**src/include/lsu_config.svh**
```systemverilog
`ifndef LSU_CONFIG_SVH
`define LSU_CONFIG_SVH

// byte address and bus word widths
`define LSU_ADDR_WIDTH 32
`define LSU_DATA_WIDTH 64

// data RAM geometry, in 64-bit words
`define LSU_RAM_WORDS 512

// RAM starts at the usual reset region of the core
`define LSU_RAM_BASE 32'h8000_0000

`endif
```
**src/verilog/lsu_pkg.sv**
```systemverilog
`include "lsu_config.svh"

package lsu_pkg;

  typedef logic [`LSU_ADDR_WIDTH-1:0]   addr_t;
  typedef logic [`LSU_DATA_WIDTH-1:0]   data_t;
  typedef logic [`LSU_DATA_WIDTH/8-1:0] strb_t;
  typedef logic [1:0]                   size_t;
  typedef logic [1:0]                   axi_resp_t;

  // access size codes
  localparam size_t SIZE_BYTE   = 2'd0;
  localparam size_t SIZE_HALF   = 2'd1;
  localparam size_t SIZE_WORD   = 2'd2;
  localparam size_t SIZE_DOUBLE = 2'd3;

  // axi response codes in use
  localparam axi_resp_t RESP_OKAY   = 2'b00;
  localparam axi_resp_t RESP_SLVERR = 2'b10;

  // bus sequencer states
  typedef enum logic [2:0] {
    IDLE,
    WRITE_ADDR,
    WRITE_RESP,
    READ_ADDR,
    READ_DATA,
    RESPOND
  } lsu_state_t;

endpackage

```
**src/verilog/lsu_axi_master.sv**
```systemverilog
`timescale 1ns/1ps

module lsu_axi_master (
  input  logic               clk,
  input  logic               reset,
  // pipeline request and response
  input  logic               req_valid,
  input  logic               req_write,
  input  lsu_pkg::size_t     req_size,
  input  logic               req_unsigned,
  input  lsu_pkg::addr_t     req_addr,
  input  lsu_pkg::data_t     req_wdata,
  output logic               req_ready,
  output logic               resp_valid,
  output lsu_pkg::data_t     resp_rdata,
  output logic               resp_fault,
  // aligner
  input  lsu_pkg::strb_t     strb,
  input  lsu_pkg::data_t     lane_wdata,
  input  lsu_pkg::data_t     load_data,
  input  logic               misaligned,
  output lsu_pkg::addr_t     cur_addr,
  output lsu_pkg::size_t     cur_size,
  output logic               cur_unsigned,
  output lsu_pkg::data_t     cur_wdata,
  // AXI4-Lite master
  output lsu_pkg::addr_t     awaddr,
  output logic               awvalid,
  input  logic               awready,
  output lsu_pkg::data_t     wdata,
  output lsu_pkg::strb_t     wstrb,
  output logic               wvalid,
  input  logic               wready,
  input  lsu_pkg::axi_resp_t bresp,
  input  logic               bvalid,
  output logic               bready,
  output lsu_pkg::addr_t     araddr,
  output logic               arvalid,
  input  logic               arready,
  input  lsu_pkg::axi_resp_t rresp,
  input  logic               rvalid,
  output logic               rready
);
  import lsu_pkg::*;

  lsu_state_t state, state_next;
  addr_t      addr_q;
  size_t      size_q;
  logic       unsigned_q;
  data_t      wdata_q;
  data_t      rdata_q;
  logic       fault_q;
  logic       aw_done;
  logic       w_done;
  logic       accept;

  assign req_ready = (state == IDLE);
  assign accept    = req_valid && req_ready;

  // while idle the aligner sees the incoming request,
  // so a misaligned one is known on the accepting edge
  assign cur_addr     = (state == IDLE) ? req_addr : addr_q;
  assign cur_size     = (state == IDLE) ? req_size : size_q;
  assign cur_unsigned = (state == IDLE) ? req_unsigned : unsigned_q;
  assign cur_wdata    = (state == IDLE) ? req_wdata : wdata_q;

  // bus addresses are word aligned
  assign awaddr  = {addr_q[31:3], 3'b000};
  assign araddr  = {addr_q[31:3], 3'b000};
  assign wdata   = lane_wdata;
  assign wstrb   = strb;
  assign awvalid = (state == WRITE_ADDR) && !aw_done;
  assign wvalid  = (state == WRITE_ADDR) && !w_done;
  assign bready  = (state == WRITE_RESP);
  assign arvalid = (state == READ_ADDR);
  assign rready  = (state == READ_DATA);

  assign resp_valid = (state == RESPOND);
  assign resp_rdata = rdata_q;
  assign resp_fault = fault_q;

  always_comb begin
    state_next = state;
    case (state)
      IDLE: begin
        if (req_valid) begin
          if (misaligned) state_next = RESPOND;
          else if (req_write) state_next = WRITE_ADDR;
          else state_next = READ_ADDR;
        end
      end
      WRITE_ADDR: begin
        // AW and W may be taken in different cycles by other slaves
        if ((aw_done || awready) && (w_done || wready)) state_next = WRITE_RESP;
      end
      WRITE_RESP: if (bvalid) state_next = RESPOND;
      READ_ADDR:  if (arready) state_next = READ_DATA;
      READ_DATA:  if (rvalid) state_next = RESPOND;
      default:    state_next = IDLE;
    endcase
  end

  always_ff @(posedge clk) begin
    if (reset) begin
      state   <= IDLE;
      aw_done <= 1'b0;
      w_done  <= 1'b0;
      fault_q <= 1'b0;
      rdata_q <= '0;
    end else begin
      state   <= state_next;
      aw_done <= (state_next == WRITE_ADDR) && (aw_done || (awvalid && awready));
      w_done  <= (state_next == WRITE_ADDR) && (w_done || (wvalid && wready));
      if (accept) begin
        fault_q <= misaligned;
        rdata_q <= '0;
      end
      if (bvalid && bready) fault_q <= (bresp != RESP_OKAY);
      if (rvalid && rready) begin
        fault_q <= (rresp != RESP_OKAY);
        rdata_q <= (rresp == RESP_OKAY) ? load_data : '0;
      end
    end
  end

  // request payload, held for the whole transaction
  always_ff @(posedge clk) begin
    if (accept) begin
      addr_q     <= req_addr;
      size_q     <= req_size;
      unsigned_q <= req_unsigned;
      wdata_q    <= req_wdata;
    end
  end

endmodule

```
**config.mk**
```make
export PLATFORM = sky130hd
export DESIGN_NAME = lsu_axi_master
export DESIGN_NICKNAME = d
export VERILOG_FILES = /design/src/verilog/lsu_pkg.sv /design/src/verilog/lsu_axi_master.sv
export VERILOG_INCLUDE_DIRS = /design/src /design/src/include
export SDC_FILE = /design/constraint.sdc
export NUM_CORES = 1
export LEC_CHECK = 0
export BUFFER_PORTS_ARGS = -buffer_cell sky130_fd_sc_hd__buf_2
export CAP_MARGIN = 20
export CORE_AREA = 2 2 217 219
export CTS_CLUSTER_DIAMETER = 80
export DETAILED_ROUTE_END_ITERATION = 7
export DIE_AREA = 0 0 219 221
export GPL_TIMING_DRIVEN = 0
export PLACE_DENSITY = 0.37
export SLEW_MARGIN = 20
export SYNTH_ARGS = -nofsm -noshare
export SYNTH_HDL_FRONTEND = slang
export SYNTH_SLANG_ARGS = --single-unit
```
**constraint.sdc**
```tcl
create_clock -name clk -period 4.5 [get_ports clk]
set_input_delay 0.9 -clock clk [delete_from_list [all_inputs] [get_ports clk]]
set_output_delay 0.9 -clock clk [all_outputs]
set_load 0.02 [all_outputs]
```
==> flow_summary.toml <==
[timing]
relSlewSlack_pct = 53.22
rsz0062_at_grt = "false"
fin_worst_skew_ps = 11.15
maxSlewViolCount = 0
holdWs_ps = 505.7
fmax_mhz = 269.1
fin_crit_sh_pct = 82.58
period_needed_ps = 3716
fin_tns_setup_ps = 0
finalHoldViolCount = 0
setup_viol = 0
tightest_slew_ps = 701.8

[clocking]
cts_tree = "built"
cts_inserted_buffers = 17
post_cts_buffers = 0
clockBufferDepth = 2
cts_resized = 0
clk_latency_ps = 470
clockRootBuffer = "clkbuf_16"
cts_hold_buf = 0
clkTransAtPathRegs_ps = 70
ctsHtreeMaxLevel = 4
cts_num_sinks = 169

[grt]
grt_usage_pct = 10.78
grt_pass1_wl_mm = 39.05
antenna_found_initial = 2
grt_overflow = 0
first_global_vias = 6387
grt_start_max_net_pins = 48

[setup_path]
cp-start-kind = "register"
worst_ep_required_time_ps = 3600
cp-end-kind = "primary output"
crit_path_frequent_cell = "buf_2"
critPathArrivalTime_ps = 2820
worst-path-buf-inv = 3
cp_cell_sequence = "nor3_1 -> clkbuf_1 -> buf_2 -> mux2_2 -> buf_2"
crit_family = "buffers and inverters"
slowest_delay_ps = 580
crit_path_top_delay_cell = "clkbuf_1"
cp_max_fo = 10
critPathKind = "reg -> out"

[die]
die_w_um = 219
fp.dieArea_sq_um = 48400
io_pins = 556
die-height_um = 221
placementRows = 79
core_sq_um = 46060
initial_core_util_pct = 16.72

[detailed_routing]
viasPerCell = 3.699
wire_per_inst_um = 15.51
first_iter_violations = 198
ant_nets = 0
remaining_drc_errors = 0
totalWireLength_mm = 26.96
dr.pass1.iters = 4
vias = 6429

[cells_and_area]
finish.net_count = 1367
fill_cells = 4997
drive_above_1_share_pct = 68.17
regArea_sq_um = 4374
diodes = 0
multi_input_area_sq_um = 2167
area_delta_synth_final_pct = 49.18
fin_util_pct = 24.95

[yosys]
syn_avg_cell_area_sq_um = 12.53
ys_types = 32
synth_cells = 615
syn-cell-area_sq_um = 7704
synth_ff_type = "edfxtp_1"
postSynth.asyncResetShare_pct = 0
ys_seq_area_share_pct = 56.78
ys_warn_count = 0
synth-edff-count = 99
ys_ff_latch = 169

[hold_path]
holdCritPathClass = "reg -> reg"

[place]
numPortBuffers = 477
gp_congestion = 0.7741
post-dp-hpwl_mm = 21.29

[power_and_ir_drop]
power.density_nw_per_um2 = 440.7
leakagePower_nw = 5.261
irDropWorstVdd_v = 0.0001967

[job]
drv_cap = 0

[status]
outcome = "complete, no violations"
## where the power goes
| group | internal, mW | total, mW | switching [mW] |
|---|---|---|---|
| sequential | 1.80 | 1.86 | 0.0575 |
| clock | 0.809 | 1.46 | 0.655 |
| combinational | 0.716 | 1.74 | 1.03 |
## final cells by class
cell class | count | area share [%]
plain buffers | 170 | 10.27
repair buffers | 479 | 21.25
clock buffers | 23 | 4.170
well taps | 607 | 6.609
inverters | 1 | 0.03266
multi-input cells | 280 | 18.86
clock inverters | 9 | 0.7512
flip-flops and latches | 169 | 38.06
## stage by stage
stage	power (mW)	worst slack (ps)	std cells	instance area, sq um
floorplan	3.037	685.6	620	7722
detailed placement	3.675	1089	1706	10930
global route	5.332	425.2	1738	11490
global placement	3.688	-1655	1704	10870
finish	5.064	784.1	1738	11490
CTS	5.196	520.0	1738	11490
## synth_stat cells, types with 3 or more instances
cell      count  area, sq um
a21oi_1       4        20.02
a22oi_1      65        488.0
buf_2        25        125.1
buf_4       136         1021
clkbuf_1      9        33.78
dfxtp_1      70         1401
edfxtp_1     99         2973
mux2_2      100         1126
nor2_1       73        274.0
nor3_1        5        25.02
nor3b_1       3        22.52
## placed cells by master, fill, tap and decap left out, types with 3 or more instances in the layout
cell / count
nor2_1: 73
nor3_1: 5
buf_4: 136
mux2_2: 100
clkbuf_1: 11
a22oi_1: 65
edfxtp_1: 99
conb_1: 6
clkbuf_8: 3
clkbuf_16: 17
buf_2: 502
a21oi_1: 4
dfxtp_1: 70
nor3b_1: 3
## final timing paths
path                  start              to  slack (ps)  cells past startpoint
min          resp_rdata[33]  resp_rdata[33]         510                      2
max reg2reg        state[2]     wdata_q[19]        1840                      5
min reg2reg  resp_rdata[33]  resp_rdata[33]         510                      2
max                state[2]   cur_wdata[39]         780                      5
## sequential cells by signal, summed over array words and instances, names as in the netlist
signal / cells
aw_done: 1
state: 3
wdata_q: 64
unsigned_q: 1
resp_fault: 1
resp_rdata: 64
addr_q: 32
size_q: 2
w_done: 1
## routing by layer
| metal | wire length [um] | global-route usage [%] |
|---|---|---|
| met1 | 10900 | 12.23 |
| met2 | 12480 | 17.16 |
| met3 | 3175 | 5.663 |
| met4 | 391 | 3.858 |
| met5 | 15 | 0 |
## tightest hold or removal path, delay by kind of cell, from the launching register on
family	cells	cell delay (ps)
flops	1	320
compound gates	1	80
simple gates	1	70
## logic make-up (layout without fill, tap and decap cells)
family,after synthesis,after routing,synth area share [%]
other cells,1,6,0.04868
flops,169,169,56.78
mux,100,100,14.62
buf+inv,171,682,15.36
simple gates,95,95,5.522
compound gates,79,79,7.666
Power figures use the tool's default switching activity.
