<file path="src/include/lsu_config.svh">
`ifndef LSU_CONFIG_SVH
`define LSU_CONFIG_SVH

// byte address and bus word widths
`define LSU_ADDR_WIDTH 32
`define LSU_DATA_WIDTH 64

// data RAM geometry, in 64-bit words
`define LSU_RAM_WORDS 512

// RAM starts at the usual reset region of the core
`define LSU_RAM_BASE 32'h8000_0000

`endif
</file>
<file path="src/verilog/lsu_pkg.sv">
`include "lsu_config.svh"

package lsu_pkg;

  typedef logic [`LSU_ADDR_WIDTH-1:0]   addr_t;
  typedef logic [`LSU_DATA_WIDTH-1:0]   data_t;
  typedef logic [`LSU_DATA_WIDTH/8-1:0] strb_t;
  typedef logic [1:0]                   size_t;
  typedef logic [1:0]                   axi_resp_t;

  // access size codes
  localparam size_t SIZE_BYTE   = 2'd0;
  localparam size_t SIZE_HALF   = 2'd1;
  localparam size_t SIZE_WORD   = 2'd2;
  localparam size_t SIZE_DOUBLE = 2'd3;

  // axi response codes in use
  localparam axi_resp_t RESP_OKAY   = 2'b00;
  localparam axi_resp_t RESP_SLVERR = 2'b10;

  // bus sequencer states
  typedef enum logic [2:0] {
    IDLE,
    WRITE_ADDR,
    WRITE_RESP,
    READ_ADDR,
    READ_DATA,
    RESPOND
  } lsu_state_t;

endpackage

</file>
<file path="src/verilog/lsu_align.sv">
`timescale 1ns/1ps

module lsu_align (
  input  lsu_pkg::addr_t addr,
  input  lsu_pkg::size_t size,
  input  logic           is_unsigned,
  input  lsu_pkg::data_t wdata,
  input  lsu_pkg::data_t bus_rdata,
  output lsu_pkg::strb_t strb,
  output lsu_pkg::data_t lane_wdata,
  output lsu_pkg::data_t load_data,
  output logic           misaligned
);
  import lsu_pkg::*;

  logic [2:0] offset;
  logic [5:0] shamt;
  strb_t      size_mask;
  data_t      lane_mask;
  data_t      shifted;

  // byte offset inside the 64-bit word
  assign offset = addr[2:0];
  assign shamt  = {offset, 3'b000};

  always_comb begin
    case (size)
      SIZE_BYTE: begin
        size_mask  = 8'h01;
        misaligned = 1'b0;
      end
      SIZE_HALF: begin
        size_mask  = 8'h03;
        misaligned = offset[0];
      end
      SIZE_WORD: begin
        size_mask  = 8'h0f;
        misaligned = |offset[1:0];
      end
      default: begin
        size_mask  = 8'hff;
        misaligned = |offset;
      end
    endcase
  end

  // no lanes at all for a misaligned access
  assign strb = misaligned ? '0 : strb_t'(size_mask << offset);

  always_comb begin
    for (int i = 0; i < 8; i++) begin
      lane_mask[8*i +: 8] = {8{strb[i]}};
    end
  end

  // store data moves up onto its lanes
  assign lane_wdata = wdata << shamt;

  // pick the selected bytes, bring them down to bit 0
  assign shifted = (bus_rdata & lane_mask) >> shamt;

  always_comb begin
    case (size)
      SIZE_BYTE: load_data = {{56{~is_unsigned & shifted[7]}}, shifted[7:0]};
      SIZE_HALF: load_data = {{48{~is_unsigned & shifted[15]}}, shifted[15:0]};
      SIZE_WORD: load_data = {{32{~is_unsigned & shifted[31]}}, shifted[31:0]};
      default:   load_data = shifted;
    endcase
  end

endmodule

</file>
<file path="config.mk">
export PLATFORM = sky130hd
export DESIGN_NAME = lsu_align
export DESIGN_NICKNAME = d
export VERILOG_FILES = /design/src/verilog/lsu_pkg.sv /design/src/verilog/lsu_align.sv
export VERILOG_INCLUDE_DIRS = /design/src /design/src/include
export SDC_FILE = /design/constraint.sdc
export NUM_CORES = 1
export LEC_CHECK = 0
export ABC_CLOCK_PERIOD_IN_PS = 2650
export BUFFER_PORTS_ARGS = -buffer_cell sky130_fd_sc_hd__buf_2
export CORE_AREA = 2 2 118 120
export DETAILED_ROUTE_END_ITERATION = 8
export DIE_AREA = 0 0 120 122
export PLACE_DENSITY_LB_ADDON = 0.3
export RECOVER_POWER = 25
export SKIP_LAST_GASP = 1
export SYNTH_ARGS = -nofsm -noshare
export SYNTH_HDL_FRONTEND = slang
export SYNTH_SLANG_ARGS = --single-unit
</file>
<file path="constraint.sdc">
create_clock -name vclk -period 2.65
set_input_delay 0.6625 -clock vclk [all_inputs]
set_output_delay 0.6625 -clock vclk [all_outputs]
set_load 0.02 [all_outputs]
</file>
==> metrics.md, run 1 <==
| Metric | Value |
|---|---|
| Die X | `120 um` |
| GRT overflow | `0` |
| Dpl hpwl | `14.72 mm` |
| Sequential-to-total area share from yosys stat | `0%` |
| Final antenna-violating net count | `0` |
| Worst setup path category | `in2out` |
| Via density | `5.421` |
| Setup TNS | `-17.75 ns` |
| Worst slew pin tran | `0.6399 ns` |
| Hold Vio Cnt, Final | `0` |
| Clock buffers | `0` |
| IR Drop Worst-Case VDD | `0.09565 mV` |
| Routed WL | `21.10 mm` |
| Syn_nets | `736` |
| FFs & Latches | `0` |
| Drt first pass iters | `5` |
| Via count | `5979` |
| Tmin final | `3.007 ns` |
| Register area | `0 um^2` |
| Worst setup margin | `-0.3568 ns` |
| Synth cell types | `58` |
| GR Util met2 | `45.53%` |
| Ys Warns | `0` |
| Crit path largest cell delay | `0.36 ns` |
| Worst Setup SP | `size[1]` |
| DRC Markers | `0` |
| Worst min path class | `in2out` |
| Ant. Diodes | `0` |
| Arr. time, crit path | `2.34 ns` |
| Crit share post-route | `113.5%` |
| P&R area growth vs syn | `112.9%` |
| Port bufs | `271` |
| Family with the most delay on the worst path | `compound AO/OA/AOI/OAI gates` |
| Failing checks | `setup timing` |
| Mean routed wirelength per cell | `19.13 um` |
| Buf/Inv on CP | `4` |
| Post-Synthesis Cells | `573` |
| Row Count | `43` |
| GR peak layer | `met2` |
| Final-stage net count | `1088` |
| Max_cap viols | `0` |
| Synth Cell Area | `3587 um^2` |
| Largest net degree at the start of global routing | `68` |
| Fill cells | `1278` |
| CP max FO | `7` |
| Grt met1 use | `29.07%` |
| Unrepaired setup endpoints after global routing | `yes` |
| Initial antenna violation count | `0` |
| Pwr/cell area | `199.6 nW/um^2` |
| Global-route wire length before repair | `29.27 mm` |
| Leak pwr | `0.003687 uW` |
| Crit end category | `output pin` |
| Final Setup Violations | `75` |
| Syn Area/Cell | `6.260 um^2` |
| Die height | `122 um` |
| Vias in the first global route | `5555` |
| Core area | `13500 um^2` |
| Layout cell share with drive strength beyond 1 | `61.11%` |
| WP data required | `1.99 ns` |
| GP Congestion | `0.8887` |
| Starting Density | `26.56%` |
| Critical-path top delay cell | `o31ai_2` |
| Tot Pwr | `1525 uW` |
| Final core utilization | `56.56%` |
| # IOs | `300` |
| CP startpoint kind | `input port` |
| Met3 GRT Util | `3.464%` |
| Die area | `14640 um^2` |
| Status | `complete, but fails checks` |
| Initial drt markers | `429` |
| Min-delay src | `wdata[6]` |
| Critical-path cell list | `buf_8, nand2b_2, o31ai_2, o311a_4, buf_4, nor2_4, buf_12, o31ai_2, buf_4` |
| Gr usage total | `24.77%` |
| Worst slew margin | `57.25%` |
| Max Fclk | `332.6 MHz` |
| Pins Over Slew Limit | `0` |
## metal layers
metal	vias up	share of wire (%)
li1	2789	-
met2	324	51
met3	53	7.6
met5	-	0
met1	2813	38
met4	0	3.6
## cell families (layout without fill, tap and decap cells)
kind of cell | count (synthesis) | count (layout) | share of synthesized area (%)
multiplexers | 72 | 72 | 20.65
AND/OR/NAND/NOR | 247 | 247 | 33.35
buffers and inverters | 60 | 410 | 8.929
AO/OA/AOI/OAI | 191 | 191 | 36.14
XOR/XNOR | 3 | 3 | 0.9420
## placed cells by master, fill, tap and decap left out, types with 7 or more instances in the layout
cell type	synthesis	layout
o22ai_1	10	9
a221oi_1	15	7
mux2_2	16	13
buf_4	6	103
buf_12	0	16
nand3_1	12	12
o21ai_2	0	12
nor2_4	1	8
buf_2	22	178
mux2i_1	56	47
o21ai_0	33	20
a21oi_1	55	43
o21ai_4	0	7
and2_1	17	12
nand2_4	0	30
buf_6	6	95
nor2_1	76	66
a31o_1	7	7
a221o_1	7	7
a21oi_2	2	12
nand2_1	73	72
a22oi_1	21	17
nor2b_1	9	8
## path summary, 6_finish.rpt
kind / to / depth (start not counted)
hold / removal: lane_wdata[6] / 3
setup / recovery: load_data[12] / 9
## cells in the mapped netlist, types with 2 or more instances
cell type / count / area (um^2)
buf_1: 5 / 18.77
nand3_1: 12 / 60.06
nor2b_1: 9 / 56.30
a21oi_2: 2 / 17.52
or2_1: 2 / 12.51
a21oi_1: 55 / 275.3
nand2b_1: 8 / 50.05
mux2_2: 16 / 180.2
nor3_2: 2 / 20.02
nor2_1: 76 / 285.3
o21ai_0: 33 / 165.2
inv_1: 3 / 11.26
o22ai_1: 10 / 62.56
nor3_1: 4 / 20.02
buf_6: 6 / 67.56
a221o_1: 7 / 70.07
clkbuf_1: 18 / 67.56
o21ai_1: 11 / 55.05
buf_4: 6 / 45.04
and2_1: 17 / 106.4
a211oi_1: 10 / 75.07
buf_2: 22 / 110.1
nand2_2: 30 / 187.7
a221oi_1: 15 / 131.4
a31o_1: 7 / 61.31
o31ai_1: 7 / 52.55
a211oi_4: 2 / 40.04
nand2_1: 73 / 274.0
mux2i_1: 56 / 560.5
a22oi_1: 21 / 157.7
## timing repair
| item | CTS | global route |
|---|---|---|
| endpoints found under the setup margin | 108 | 114 |
| gates cloned | 8 | 3 |
| pin swaps | 29 | 24 |
| hold buffers | 0 | 0 |
| buffers inserted | 16 | 15 |
| resized for setup | 194 | 170 |
## where the power goes
part / total, uW / internal [uW] / leakage [uW] / switching (uW)
sequential: 0 / 0 / 0 / 0
clock: 0 / 0 / 0 / 0
combinational: 1520 / 702 / 0.00369 / 822
total: 1520 / 702 / 0.00369 / 822
## stage by stage
| stage | cell area (um^2) | cells | setup WS [ns] | hold WS [ns] |
|---|---|---|---|---|
| floorplan | 3697 | 573 | -0.05930 | 1.461 |
| global placement | 5783 | 1062 | -0.3918 | 1.684 |
| detailed placement | 5783 | 1062 | -0.4415 | 1.682 |
| CTS | 6810 | 1086 | -0.3176 | 1.677 |
| global route | 7639 | 1103 | -0.3768 | 1.702 |
| finish | 7639 | 1103 | -0.3568 | 1.682 |
## final cells by class
cell class / instances / area, um^2 / area share (%)
tap: 180 / 225.2 / 2.948
timing repair buffer: 407 / 3344 / 43.78
multi-input combinational: 513 / 4058 / 53.12
inverter: 3 / 11.26 / 0.1474
Note: power is estimated with default switching activity, not from simulation.
==> run 2: changes to the inputs <==
--- a/config.mk
+++ b/config.mk
@@ -15,4 +15,5 @@
 export RECOVER_POWER = 25
 export SKIP_LAST_GASP = 1
+export SLEW_MARGIN = 20
 export SYNTH_ARGS = -nofsm -noshare
 export SYNTH_HDL_FRONTEND = slang
==> constraint.sdc (replaced) <==
create_clock -name vclk -period 2.65
set_input_delay 0.3975 -clock vclk [all_inputs]
set_output_delay 0.3975 -clock vclk [all_outputs]
set_load 0.02 [all_outputs]
==> metrics.md, run 2 (synthesis gave the netlist of run 1 again) <==
| Metric | Value |
|---|---|
| Status | `complete, no violations` |
| CP max FO | `18` |
| Via count | `5362` |
| Starting Density | `26.56%` |
| IR Drop Worst-Case VDD | `0.07221 mV` |
| Register area | `0 um^2` |
| Worst setup path category | `in2out` |
| Final Non-Filler Cells | `1013` |
| Layout cell share with drive strength beyond 1 | `43.70%` |
| Global-route wire length before repair | `26.17 mm` |
| Routed WL | `17.83 mm` |
| Row Count | `43` |
| Worst min path class | `in2out` |
| Arr. time, crit path | `2.18 ns` |
| Port bufs | `271` |
| Pwr/cell area | `206.0 nW/um^2` |
| Leak pwr | `0.002758 uW` |
| Crit share post-route | `97.26%` |
| Psw | `669.4 uW` |
| Clock buffers | `0` |
| Commonest non-fill, non-tap cell in the layout | `buf_2` |
| Die height | `122 um` |
| Unrepaired setup endpoints after global routing | `yes` |
| Vias in the first global route | `4885` |
| Initial antenna violation count | `0` |
| Initial drt markers | `299` |
| Drt first pass iters | `5` |
| Internal power | `407.2 uW` |
| Dpl hpwl | `14.64 mm` |
| Die area | `14640 um^2` |
| Mean routed wirelength per cell | `17.60 um` |
| GP Congestion | `0.8968` |
| Pins Over Slew Limit | `0` |
| Reg power frac | `0%` |
| GRT overflow | `0` |
| P&R area growth vs syn | `45.73%` |
| Core area | `13500 um^2` |
| Commonest cells after routing, fill and taps aside | `250 x buf_2, 76 x nor2_1, 73 x nand2_1` |
| Max_cap viols | `0` |
| Ant. Diodes | `0` |
| Tmin final | `2.577 ns` |
| Sw Ratio | `62.18%` |
| Max Fclk | `388.0 MHz` |
| Worst slew margin | `52.71%` |
| # IOs | `300` |
| Hold Vio Cnt, Final | `0` |
| WP data required | `2.25 ns` |
| FFs & Latches | `0` |
| CTS Hold Bufs | `0` |
| Gr usage total | `22.29%` |
| CP startpoint kind | `input port` |
| Setup TNS | `0 ns` |
| Crit end category | `output pin` |
| Final Setup Violations | `0` |
| Inst Count DP | `1012` |
| Gate power share | `100.0%` |
| Die X | `120 um` |
| Final antenna-violating net count | `0` |
| DRC Markers | `0` |
| Largest net degree at the start of global routing | `48` |
| Final-stage net count | `998` |
| Via density | `5.293` |
| Proportion of power drawn by the clock network | `0%` |
| Worst slew pin tran | `0.7067 ns` |
==> run 2: power groups by stage <==
stage / sequential [uW] / clock, uW / combinational [uW]
after floorplan: 0 / 0 / 660
after global placement: 0 / 0 / 1070
after detailed placement: 0 / 0 / 1070
after CTS: 0 / 0 / 1080
after global routing: 0 / 0 / 1170
final: 0 / 0 / 1080
==> run 2: final timing paths <==
path / from / endpoint / slack (ns) / depth (start not counted)
max: size[1] / load_data[58] / 0.07 / 8
min: bus_rdata[54] / load_data[54] / 1.16 / 4
==> run 2: worst max-delay path: stages <==
cell      delay [ns]
buf_2           0.21
nand2b_1        0.28
a21oi_2         0.07
o311a_4         0.40
a211oi_4        0.37
buf_12          0.23
nand2_2         0.05
buf_2           0.18
==> run 2: cell type report <==
type | instances | area [um^2]
Timing Repair Buffer | 317 | 1724
Tap cell | 180 | 225.2
Multi-Input combinational cell | 513 | 3267
Fill cell | 1514 | 8277
Inverter | 3 | 11.26
==> run 2: through the flow <==
step | area [um^2] | hold slack, ns | worst slack (ns) | total power (uW) | utilization [%]
final | 5228 | 1.157 | 0.07251 | 1077 | 38.71
after CTS | 5218 | 1.159 | 0.04162 | 1078 | 38.64
after detailed placement | 5218 | 1.157 | 0.04099 | 1074 | 38.64
after global placement | 5218 | 1.155 | 0.06884 | 1074 | 38.64
after global routing | 5228 | 1.172 | -0.001973 | 1166 | 38.71
after floorplan | 3587 | 0.9306 | 0.08628 | 660.5 | -
==> run 2: routing by layer <==
metal	track usage, %	up-vias	part of all wire [%]
met2	40.23	291	48
li1	-	2607	-
met1	26.69	2422	40
met3	3.839	42	8.5
met5	0	-	0
met4	7.279	0	3.3
==> run 2: repair_timing <==
item                                    CTS  global route
endpoints found under the setup margin    0            26
resized for setup                         0             4
setup buffers                             0             1
==> run 3: changes to the inputs <==
- ABC_CLOCK_PERIOD_IN_PS: 2650 -> default
- clock period: 2.65 -> 2.33 ns (I/O delays scaled with it)
==> metrics.md, run 3 (synthesis gave the netlist of run 1 again) <==
| Metric | Value |
|---|---|
| Unrepaired setup endpoints after global routing | `yes` |
| CP max FO | `32` |
| Via density | `5.260` |
| Gate power share | `100.0%` |
| Final Setup Violations | `1` |
| Commonest non-fill, non-tap cell in the layout | `buf_2` |
| Reg power frac | `0%` |
| Row Count | `43` |
| Final-stage net count | `1021` |
| Vias in the first global route | `5090` |
| Die area | `14640 um^2` |
| Die X | `120 um` |
| Critical-path cell list | `buf_4, buf_12, or2_1, a2111o_1, o31ai_2, a211oi_4, buf_12, o31ai_1, buf_2` |
| Min-delay src | `bus_rdata[49]` |
| Initial drt markers | `269` |
| Pre-CTS setup slack | `-0.09981 ns` |
| Failing checks | `setup timing` |
| # IOs | `300` |
| Worst min path class | `in2out` |
| Tmin final | `2.334 ns` |
| Worst slew margin | `58.72%` |
| Hold Worst Slack | `1.061 ns` |
| GP Congestion | `0.8872` |
| Psw | `775.5 uW` |
| Crit share post-route | `100.2%` |
| Layout cell share with drive strength beyond 1 | `47.90%` |
| Sw Ratio | `60.29%` |
| Routed WL | `17.68 mm` |
| Arr. time, crit path | `1.98 ns` |
| Tot Pwr | `1286 uW` |
| Worst setup margin | `-0.004260 ns` |
| Drt first pass iters | `5` |
| Via count | `5449` |
| Starting Density | `26.56%` |
| Ant. Diodes | `0` |
| Initial antenna violation count | `0` |
| P&R area growth vs syn | `55.60%` |
| Register area | `0 um^2` |
| Hold Vio Cnt, Final | `0` |
| Die height | `122 um` |
| Max Fclk | `428.4 MHz` |
| FFs & Latches | `0` |
| CTS Hold Bufs | `0` |
| Worst setup path category | `in2out` |
| Largest net degree at the start of global routing | `65` |
| DRC Markers | `0` |
| WP data required | `1.98 ns` |
| Hold Path Cell Cnt | `4` |
| Commonest cells after routing, fill and taps aside | `257 x buf_2, 75 x nor2_1, 73 x nand2_1` |
| IR Drop Worst-Case VDD | `0.09314 mV` |
| Dpl hpwl | `14.69 mm` |
| Max_cap viols | `0` |
| Port bufs | `271` |
| Worst slew pin tran | `0.6178 ns` |
| Hold Path End | `load_data[49]` |
| Internal power | `510.8 uW` |
| Gr usage total | `22.52%` |
| Placed cell area | `5525 um^2` |
| Crit end category | `output pin` |
| Status | `complete, but fails checks` |
| Proportion of power drawn by the clock network | `0%` |
| Finished Cell Area | `5582 um^2` |
| Global-route wire length before repair | `26.67 mm` |
| CP startpoint kind | `input port` |
| Most used cell, CP | `buf_12` |
| GRT overflow | `0` |
| Critical-path top delay cell | `a2111o_1` |
| Pwr/cell area | `230.5 nW/um^2` |
| Crit path largest cell delay | `0.39 ns` |
| Final Non-Filler Cells | `1036` |
| Final antenna-violating net count | `0` |
| Leak pwr | `0.002961 uW` |
| Inst Count DP | `1035` |
| Clock buffers | `0` |
| Mean routed wirelength per cell | `17.07 um` |
| Core area | `13500 um^2` |
| Pins Over Slew Limit | `0` |
run 3: power by group through the flow:
stage          registers, uW  logic [uW]  clock network [uW]
3_3_place_gp               0        1270                   0
6_report                   0        1290                   0
4_1_cts                    0        1280                   0
3_5_place_dp               0        1270                   0
5_1_grt                    0        1390                   0
2_1_floorplan              0         754                   0
run 3: what timing repair did:
item | in CTS | in global routing
gates resized for setup | 4 | 12
pin swaps | 1 | 3
hold endpoints to repair | 0 | 0
setup buffers | 1 | 0
endpoints found under the setup margin | 47 | 61
run 3: per-stage QoR:
step,setup TNS [ns],utilization (%)
floorplan,-0.007379,-
global route,-2.655,41.33
finish,-0.004260,41.33
detailed placement,-2.284,40.92
CTS,-0.2078,41.11
global placement,-0.3439,40.92
run 3: layout make-up:
| class | count | area, um^2 |
|---|---|---|
| inverter | 3 | 11.26 |
| tap | 180 | 225.2 |
| timing repair buffer | 340 | 1999 |
| multi-input combinational | 513 | 3346 |
| fill | 1489 | 7923 |
run 3: worst max-delay path: cells and delay by family:
kind	cells	cell delay [ns]
compound gates	4	0.64
buf+inv	4	0.71
simple gates	1	0.27
run 3: per-layer routing:
metal / vias to the layer above / share of wire [%] / global-route usage [%]
met5: - / 0 / 0
met4: 0 / 3.5 / 7.721
met2: 279 / 49 / 41.09
met1: 2473 / 39 / 26.73
met3: 42 / 8.4 / 3.464
li1: 2655 / - / -
run 3: worst max-delay path by stage:
stage	from	end	slack, ns	cells after the start
final	addr[1]	load_data[47]	-0.004	9
after global placement	size[1]	load_data[47]	-0.06	8
after CTS	addr[1]	load_data[47]	-0.04	8
after detailed placement	size[1]	load_data[47]	-0.1	8
after floorplan	size[0]	load_data[10]	-0.007	7
after global routing	size[0]	load_data[47]	-0.09	9
